===== config.mk =====
export PLATFORM = sky130hd
export DESIGN_NAME = nocache_fetch_top
export DESIGN_NICKNAME = d
export VERILOG_FILES = /design/src/hdl/fetch_pkg.sv /design/src/hdl/bus_pkg.sv /design/src/hdl/fetch_if.sv /design/src/hdl/bus_request.sv /design/src/hdl/pc_queue.sv /design/src/hdl/response_buffer.sv /design/src/hdl/parcel_align.sv /design/src/hdl/nocache_fetch_top.sv
export SDC_FILE = /design/constraint.sdc
export NUM_CORES = 1
export LEC_CHECK = 0
export BUFFER_PORTS_ARGS = -buffer_cell sky130_fd_sc_hd__buf_2
export CAP_MARGIN = 10
export CORE_MARGIN = 4
export CORE_UTILIZATION = 55
export DETAILED_ROUTE_END_ITERATION = 12
export GPL_ROUTABILITY_DRIVEN = 0
export HOLD_SLACK_MARGIN = 0.12
export PLACE_DENSITY = 0.79
export SETUP_SLACK_MARGIN = 0.2
export SYNTH_ARGS = -nofsm -noshare
export SYNTH_HDL_FRONTEND = slang
export SYNTH_SLANG_ARGS = --single-unit

===== constraint.sdc =====
create_clock -name clk -period 9.5 [get_ports clk]
set_input_delay 1.9 -clock clk [delete_from_list [all_inputs] [get_ports clk]]
set_output_delay 1.9 -clock clk [all_outputs]
set_load 0.1 [all_outputs]

===== src/hdl/fetch_pkg.sv =====
package fetch_pkg;

  ////////////////////////////////////////////////////////////
  // widths
  ////////////////////////////////////////////////////////////

  // data word width that the parcel union relies on
  localparam int xlen        = 32;
  localparam int parcel_size = 32;
  localparam int half_size   = parcel_size / 2;

  // entries in both the pc queue and the response buffer
  localparam int queue_depth = 3;

  ////////////////////////////////////////////////////////////
  // types
  ////////////////////////////////////////////////////////////

  // two 16-bit halves of one fetched word
  typedef struct packed {
    logic [half_size-1:0] hi;
    logic [half_size-1:0] lo;
  } parcel_halves_t;

  // same word seen as one parcel or as two halves
  typedef union packed {
    logic [parcel_size-1:0] full;
    parcel_halves_t         half;
  } parcel_u;

  // bit 0 for the low half and bit 1 for the high half
  typedef logic [1:0] parcel_valid_t;

  // requested pc with its valid flag
  typedef struct packed {
    logic            valid;
    logic [xlen-1:0] pc;
  } pc_entry_t;

endpackage


===== src/hdl/bus_pkg.sv =====
package bus_pkg;

  ////////////////////////////////////////////////////////////
  // privilege levels
  ////////////////////////////////////////////////////////////

  // encoding as in the privileged spec
  typedef enum logic [1:0] {
    prv_u = 2'b00,
    prv_s = 2'b01,
    prv_h = 2'b10,
    prv_m = 2'b11
  } prv_t;

  ////////////////////////////////////////////////////////////
  // address attributes
  ////////////////////////////////////////////////////////////

  // value of the top address bit that marks an uncached region
  localparam logic uncached_msb_note = 1'b1;

endpackage


===== src/hdl/fetch_if.sv =====
////////////////////////////////////////////////////////////
// pc queue traffic
////////////////////////////////////////////////////////////

interface fetch_q_if;
  // one pc pushed per accepted request
  logic                       push;
  logic [fetch_pkg::xlen-1:0] push_pc;
  // consumer side
  logic                       pop;
  logic                       flush;
  fetch_pkg::pc_entry_t       head;
  // third entry taken
  logic                       full;

  modport req (output push, output push_pc, output flush, input full);
  modport queue (
    input  push,
    input  push_pc,
    input  pop,
    input  flush,
    output head,
    output full
  );
  modport cons (output pop, input head);
endinterface

////////////////////////////////////////////////////////////
// response buffer traffic
////////////////////////////////////////////////////////////

interface fetch_rsp_if;
  // one write per live rack
  logic                       write;
  logic [fetch_pkg::xlen-1:0] write_word;
  logic                       pop;
  logic                       flush;
  // registered head of the buffer
  logic                       head_valid;
  logic [fetch_pkg::xlen-1:0] head_word;

  modport req (output write, output write_word, output flush);
  modport buffer (
    input  write,
    input  write_word,
    input  pop,
    input  flush,
    output head_valid,
    output head_word
  );
  modport cons (output pop, input head_valid, input head_word);
endinterface


===== src/hdl/bus_request.sv =====
module bus_request #(
  parameter int phys_addr_size = 32
) (
  input  logic                       clk,
  input  logic                       rstn,
  // cpu side
  input  logic [fetch_pkg::xlen-1:0] if_nxt_pc,
  input  logic                       if_flush,
  input  logic                       dcflush_rdy,
  input  bus_pkg::prv_t              st_prv,
  output logic                       if_stall_nxt_pc,
  // bus side
  output logic                       biu_stb,
  input  logic                       biu_stb_ack,
  output logic [phys_addr_size-1:0]  biu_adri,
  input  logic                       biu_rack,
  input  logic [fetch_pkg::xlen-1:0] biu_do,
  output logic                       biu_is_cacheable,
  output bus_pkg::prv_t              biu_prv,
  // queues
  fetch_q_if.req                     pcq,
  fetch_rsp_if.req                   rsp
);

  // room for a few back-to-back flushes with racks still pending
  localparam int cnt_w = $clog2(4 * fetch_pkg::queue_depth + 1);

  logic                       accept;
  logic                       rack_live;
  logic                       rack_drop;
  logic [cnt_w-1:0]           out_cnt;
  logic [cnt_w-1:0]           drop_cnt;
  logic [fetch_pkg::xlen-1:0] adr_ext;

  ////////////////////////////////////////////////////////////
  // request issue
  ////////////////////////////////////////////////////////////

  // no issue while flushing or with the pc queue full
  assign biu_stb  = dcflush_rdy & ~if_flush & ~pcq.full;
  assign accept   = biu_stb & biu_stb_ack;
  assign biu_adri = if_nxt_pc[phys_addr_size-1:0];

  // cpu keeps the same pc until it is taken
  assign if_stall_nxt_pc = ~accept;

  // top address bit selects the uncached region
  assign biu_is_cacheable = biu_adri[phys_addr_size-1] != bus_pkg::uncached_msb_note;
  assign biu_prv          = st_prv;

  // pc queue holds the bus address zero-extended
  always_comb begin
    adr_ext = '0;
    adr_ext[phys_addr_size-1:0] = biu_adri;
  end

  assign pcq.push    = accept;
  assign pcq.push_pc = adr_ext;
  assign pcq.flush   = if_flush;

  ////////////////////////////////////////////////////////////
  // responses
  ////////////////////////////////////////////////////////////

  // in-order racks put the flushed ones first
  assign rack_drop = biu_rack & (drop_cnt != '0);
  assign rack_live = biu_rack & (drop_cnt == '0);

  assign rsp.write      = rack_live & ~if_flush;
  assign rsp.write_word = biu_do;
  assign rsp.flush      = if_flush;

  // live and flushed requests in flight
  always_ff @(posedge clk or negedge rstn) begin
    if (!rstn) begin
      out_cnt  <= '0;
      drop_cnt <= '0;
    end else if (if_flush) begin
      // everything still in flight becomes a drop
      out_cnt  <= '0;
      drop_cnt <= drop_cnt + out_cnt - cnt_w'(biu_rack);
    end else begin
      out_cnt  <= out_cnt + cnt_w'(accept) - cnt_w'(rack_live);
      drop_cnt <= drop_cnt - cnt_w'(rack_drop);
    end
  end

endmodule


===== src/hdl/pc_queue.sv =====
module pc_queue (
  input logic     clk,
  input logic     rstn,
  fetch_q_if.queue q
);

  localparam int depth = fetch_pkg::queue_depth;

  logic [depth-1:0]           vld;
  logic [fetch_pkg::xlen-1:0] pc_r [depth];
  fetch_pkg::pc_entry_t       nxt  [depth];

  ////////////////////////////////////////////////////////////
  // next state
  ////////////////////////////////////////////////////////////

  always_comb begin
    logic placed;
    placed = 1'b0;
    // shift down on pop
    for (int i = 0; i < depth - 1; i++) begin
      if (q.pop) begin
        nxt[i] = '{valid: vld[i+1], pc: pc_r[i+1]};
      end else begin
        nxt[i] = '{valid: vld[i], pc: pc_r[i]};
      end
    end
    if (q.pop) begin
      nxt[depth-1] = '{valid: 1'b0, pc: pc_r[depth-1]};
    end else begin
      nxt[depth-1] = '{valid: vld[depth-1], pc: pc_r[depth-1]};
    end
    // push lands in first free slot after the shift
    if (q.push) begin
      for (int i = 0; i < depth; i++) begin
        if (!placed && !nxt[i].valid) begin
          nxt[i] = '{valid: 1'b1, pc: q.push_pc};
          placed = 1'b1;
        end
      end
    end
  end

  ////////////////////////////////////////////////////////////
  // storage
  ////////////////////////////////////////////////////////////

  // valid flags
  always_ff @(posedge clk or negedge rstn) begin
    if (!rstn) begin
      vld <= '0;
    end else if (q.flush) begin
      vld <= '0;
    end else begin
      for (int i = 0; i < depth; i++) begin
        vld[i] <= nxt[i].valid;
      end
    end
  end

  // pc values
  always_ff @(posedge clk) begin
    for (int i = 0; i < depth; i++) begin
      pc_r[i] <= nxt[i].pc;
    end
  end

  // head straight from the flops
  assign q.head = '{valid: vld[0], pc: pc_r[0]};
  assign q.full = vld[depth-1];

endmodule


===== src/hdl/response_buffer.sv =====
module response_buffer (
  input logic         clk,
  input logic         rstn,
  fetch_rsp_if.buffer rsp
);

  localparam int depth = fetch_pkg::queue_depth;
  localparam int idx_w = $clog2(depth + 1);

  logic [depth-1:0]           vld;
  logic [fetch_pkg::xlen-1:0] word [depth];
  logic [idx_w-1:0]           cnt;
  logic [idx_w-1:0]           wr_idx;

  ////////////////////////////////////////////////////////////
  // fill level
  ////////////////////////////////////////////////////////////

  // valid bits stay packed from entry 0 up
  always_comb begin
    cnt = '0;
    for (int i = 0; i < depth; i++) begin
      cnt = cnt + idx_w'(vld[i]);
    end
  end

  // slot for a new word once the pop has shifted
  assign wr_idx = cnt - idx_w'(rsp.pop);

  ////////////////////////////////////////////////////////////
  // valid bits
  ////////////////////////////////////////////////////////////

  always_ff @(posedge clk or negedge rstn) begin
    if (!rstn) begin
      vld <= '0;
    end else if (rsp.flush) begin
      vld <= '0;
    end else begin
      case ({rsp.write, rsp.pop})
        // write only adds one entry
        2'b10: vld <= {vld[depth-2:0], 1'b1};
        // pop only drops one entry
        2'b01: vld <= vld >> 1;
        // one in and one out keeps the level
        default: vld <= vld;
      endcase
    end
  end

  ////////////////////////////////////////////////////////////
  // data
  ////////////////////////////////////////////////////////////

  // write after the shift so it wins on the same slot
  always_ff @(posedge clk) begin
    if (rsp.pop) begin
      for (int i = 0; i < depth - 1; i++) begin
        word[i] <= word[i+1];
      end
    end
    if (rsp.write) begin
      for (int i = 0; i < depth; i++) begin
        if (idx_w'(i) == wr_idx) begin
          word[i] <= rsp.write_word;
        end
      end
    end
  end

  assign rsp.head_valid = vld[0];
  assign rsp.head_word  = word[0];

endmodule


===== src/hdl/parcel_align.sv =====
module parcel_align (
  input  logic                       if_stall,
  input  logic                       if_flush,
  output logic [fetch_pkg::xlen-1:0] if_parcel,
  output logic [fetch_pkg::xlen-1:0] if_parcel_pc,
  output fetch_pkg::parcel_valid_t   if_parcel_valid,
  output logic                       if_parcel_misaligned,
  fetch_q_if.cons                    pcq,
  fetch_rsp_if.cons                  rsp
);

  logic               deliver;
  logic               half_sel;
  fetch_pkg::parcel_u word;
  fetch_pkg::parcel_u aligned;

  ////////////////////////////////////////////////////////////
  // delivery
  ////////////////////////////////////////////////////////////

  // pc and word heads always belong together
  assign deliver = pcq.head.valid & rsp.head_valid & ~if_stall & ~if_flush;

  // both queues advance together
  assign pcq.pop = deliver;
  assign rsp.pop = deliver;

  ////////////////////////////////////////////////////////////
  // parcel forming
  ////////////////////////////////////////////////////////////

  assign word     = rsp.head_word;
  assign half_sel = pcq.head.pc[1];

  always_comb begin
    aligned = word;
    // halfword pc takes the upper half only
    if (half_sel) begin
      aligned.half.lo = word.half.hi;
      aligned.half.hi = '0;
    end
  end

  // low half always valid and high half only for a word pc
  always_comb begin
    if_parcel_valid = '0;
    if (deliver) begin
      if_parcel_valid = half_sel ? 2'b01 : 2'b11;
    end
  end

  assign if_parcel            = aligned.full;
  assign if_parcel_pc         = pcq.head.pc;
  assign if_parcel_misaligned = pcq.head.pc[0];

endmodule


===== src/hdl/nocache_fetch_top.sv =====
module nocache_fetch_top #(
  parameter int phys_addr_size = 32
) (
  input  logic                       clk,
  input  logic                       rstn,
  // cpu side
  input  logic [fetch_pkg::xlen-1:0] if_nxt_pc,
  output logic                       if_stall_nxt_pc,
  input  logic                       if_stall,
  input  logic                       if_flush,
  output logic [fetch_pkg::xlen-1:0] if_parcel,
  output logic [fetch_pkg::xlen-1:0] if_parcel_pc,
  output fetch_pkg::parcel_valid_t   if_parcel_valid,
  output logic                       if_parcel_misaligned,
  input  logic                       dcflush_rdy,
  input  bus_pkg::prv_t              st_prv,
  // bus side
  output logic                       biu_stb,
  input  logic                       biu_stb_ack,
  output logic [phys_addr_size-1:0]  biu_adri,
  input  logic                       biu_rack,
  input  logic [fetch_pkg::xlen-1:0] biu_do,
  output logic                       biu_is_cacheable,
  output bus_pkg::prv_t              biu_prv
);

  fetch_q_if   pcq_if ();
  fetch_rsp_if rsp_if ();

  ////////////////////////////////////////////////////////////
  // request side
  ////////////////////////////////////////////////////////////

  bus_request #(
    .phys_addr_size (phys_addr_size)
  ) bus_request_i (
    .clk              (clk),
    .rstn             (rstn),
    .if_nxt_pc        (if_nxt_pc),
    .if_flush         (if_flush),
    .dcflush_rdy      (dcflush_rdy),
    .st_prv           (st_prv),
    .if_stall_nxt_pc  (if_stall_nxt_pc),
    .biu_stb          (biu_stb),
    .biu_stb_ack      (biu_stb_ack),
    .biu_adri         (biu_adri),
    .biu_rack         (biu_rack),
    .biu_do           (biu_do),
    .biu_is_cacheable (biu_is_cacheable),
    .biu_prv          (biu_prv),
    .pcq              (pcq_if.req),
    .rsp              (rsp_if.req)
  );

  // requested pcs and returned words
  pc_queue pc_queue_i (
    .clk  (clk),
    .rstn (rstn),
    .q    (pcq_if.queue)
  );

  response_buffer response_buffer_i (
    .clk  (clk),
    .rstn (rstn),
    .rsp  (rsp_if.buffer)
  );

  ////////////////////////////////////////////////////////////
  // delivery side
  ////////////////////////////////////////////////////////////

  parcel_align parcel_align_i (
    .if_stall             (if_stall),
    .if_flush             (if_flush),
    .if_parcel            (if_parcel),
    .if_parcel_pc         (if_parcel_pc),
    .if_parcel_valid      (if_parcel_valid),
    .if_parcel_misaligned (if_parcel_misaligned),
    .pcq                  (pcq_if.cons),
    .rsp                  (rsp_if.cons)
  );

endmodule


==> results.txt <==
Synth Warn # = 0
Grt met1 use = 24.4%
Final hold vios = 0
Fill cells = 1302
Initial antenna violation count = 3
Req. time, crit path = 7.60 ns
CTS Buffer Depth = 3
#FFs+latches synth = 206
CTS Buf Count = 22
Worst-path maximum fanout = 38
Clk sinks = 206
Hold endpoint = bus_request_i.drop_cnt[3]
Setup repair bufs after CTS = 0
Site row count = 47
Endpoints failing setup = 0
Post-CTS sizing = 0
Post-Syn Area per Cell = 13.0 µm²
Iteration-0 DRC Markers = 323
Setup slack, reg-to-reg = 5.94 ns
Core Area = 16600 µm²
Critical Path End Type = primary output
Area leader, netlist = edfxtp_1
FF-to-FF Start = pc_queue_i.vld[0]
Gr busiest metal = met2
Status = completed
Reg2reg end = response_buffer_i.word[0][43]
Vias per Instance = 5.13
Worst skew pair latency = 0.50 ns
Fin. max-slew vios = 0
CTS Hold Bufs = 0
Kind of critical path = primary input to primary output
P&R area growth vs syn = 12.4%
DRC Markers = 0
Period utilization = 55.3%
First-pass GRT wire length = 28300 µm
Pwr Density = 267 nW/µm²
Post-DP HPWL = 11500 µm
Syn_nets = 807
Hold Slack = 0.509 ns
Fin crit period = 5.25 ns
GRT Overall Usage = 18.0%
Die W = 138 µm
First drt pass iteration count = 4
Met2 Track Usage GR = 28.6%
R2R depth = 11
Root Buffer = clkbuf_16
Largest net degree at the start of global routing = 66
Die Area = 19100 µm²
Nets = 912
Worst Tran Pin Value = 0.909 ns
Register area share after synthesis = 58.7%
Skew final = 0.0144 ns
Placed Area = 9850 µm²
Initial core utilization = 56.3%
Gr ovfl total = 0
Worst setup SP type = primary input
HP Start = bus_request_i.drop_cnt[3]
Routed WL = 17500 µm
Mapped Cells = 718
Synth Cell Area = 9330 µm²
Area fraction of the dominant cell type after synthesis = 41.2%
Largest cells by area after synthesis = edfxtp_1 41%, dfxtp_1 14%, mux2_2 9.9%
CP arrival = 3.35 ns
CTS clk-pin slew, worst paths = 0.06 ns
Hold Path Depth = 1
Leak = 0.00432 µW
FFs w/ async S/R, synth = 6.80%
Share of cells above drive strength 1 = 39.4%
Setup TNS = 0 ns
H-tree depth = 1
Slew margin rel. = 39.4%
Cell area after layout = 10500 µm²
Port bufs = 172
RSZ-0062 raised after global routing = no
Hold Path Class = flip-flop to flip-flop
Via count = 5432
Antenna diode count = 0
Fmax achieved = 0.190 GHz
Number of global-route vias before repair = 5377
CTS tree = built
Post-synth EDFFs = 128
Maximum vdd drop = 162 µV
Drt wl/cell = 16.6 µm
Post-synth cell types = 44
Met3 GRT Util = 6.25%
Overall die height = 138 µm
IO Pins = 177
Primary FF master, synth = edfxtp_1
Number of routed nets with antenna violations = 0
MaxCap Viol Count = 0
-- Yosys cell counts, types with 3 or more instances --
cell / number
buf_2: 8
nand2_1: 132
dfrtp_1: 14
mux2i_1: 37
xnor2_1: 7
ha_1: 13
nor2_1: 6
mux2_2: 82
fa_1: 3
edfxtp_1: 128
clkbuf_1: 15
dfxtp_1: 64
o21ai_0: 34
buf_1: 4
buf_6: 4
mux2_4: 29
a21oi_1: 3
inv_1: 20
nor2b_1: 19
buf_4: 67
-- worst max path at each step --
stage                     startpoint                       endpoint  slack, ns  cells past startpoint
after floorplan             if_stall  response_buffer_i.word[0][64]       2.21                      8
after global placement      if_flush  response_buffer_i.word[0][58]       4.05                     12
after detailed placement    if_flush  response_buffer_i.word[0][58]       3.99                     12
after CTS                   if_flush             if_parcel_valid[1]       4.24                      5
after global routing        if_flush             if_parcel_valid[1]       4.11                      5
final                       if_flush             if_parcel_valid[1]       4.25                      5
-- stage by stage --
step / cells / util [%] / setup WS (ns) / total power [µW]
floorplan: 718 / - / 2.21 / 1960
global placement: 1019 / 59.4 / 4.05 / 2030
detailed placement: 1019 / 59.4 / 3.99 / 2050
CTS: 1058 / 63.2 / 4.24 / 2820
global route: 1058 / 63.2 / 4.11 / 2930
finish: 1058 / 63.2 / 4.25 / 2800
-- area by class of cell --
type,count,area [µm²],area share (%)
clock inverters,6,26.3,0.251
multi-input cells,391,3090,29.4
repair buffers,182,936,8.92
clock buffers,33,613,5.85
inverters,20,75.1,0.716
flip-flops and latches,206,5480,52.2
well taps,220,275,2.62
-- critical path: stages --
cell	delay, ns
buf_2	0.24
nand4bb_2	0.31
buf_4	0.30
nor2_1	0.14
buf_2	0.45
-- per-layer routing --
layer  part of all wire [%]  up-vias
li1                       -     2648
met1                     44     2578
met2                     46      170
met3                    8.5       30
met4                    1.8        6
met5                   0.18        -
-- flip-flops by register name (all words and copies together) (netlist names) --
| register | count |
|---|---|
| pc_queue_i.pc_r | 96 |
| bus_request_i.drop_cnt | 4 |
| response_buffer_i.word | 96 |
| response_buffer_i.vld | 3 |
| bus_request_i.out_cnt | 4 |
| pc_queue_i.vld | 3 |
-- logic make-up (layout without fill, tap and decap cells) --
group	after synthesis	after routing	share of synthesized area, %
compound gates	44	44	2.56
xor+xnor	8	8	0.751
fa+ha+maj	16	16	2.39
buf+inv	121	241	8.46
flops	206	206	58.7
mux	150	150	18.8
simple gates	173	173	8.34
-- power by group --
group	internal (µW)	switching, µW	total [µW]
logic	259	635	894
clock network	444	324	768
registers	1070	64.8	1130
total	1770	1020	2800
-- layout by cell type, fill, tap and decap left out, types with 2 or more instances in the layout --
| master | n |
|---|---|
| a21o_1 | 2 |
| a21oi_1 | 3 |
| a31oi_1 | 2 |
| buf_2 | 172 |
| buf_4 | 10 |
| clkbuf_1 | 10 |
| clkbuf_16 | 23 |
| clkinv_1 | 3 |
| clkinv_2 | 3 |
| dfrtp_1 | 14 |
| dfxtp_1 | 64 |
| edfxtp_1 | 128 |
| fa_1 | 3 |
| ha_1 | 13 |
| inv_1 | 19 |
| mux2_2 | 82 |
| mux2_4 | 29 |
| mux2i_1 | 37 |
| nand2_1 | 132 |
| nand3_1 | 2 |
| nor2_1 | 5 |
| nor2b_1 | 19 |
| nor4_2 | 2 |
| o21ai_0 | 34 |
| xnor2_1 | 7 |
Note: power is estimated with default switching activity, not from simulation.
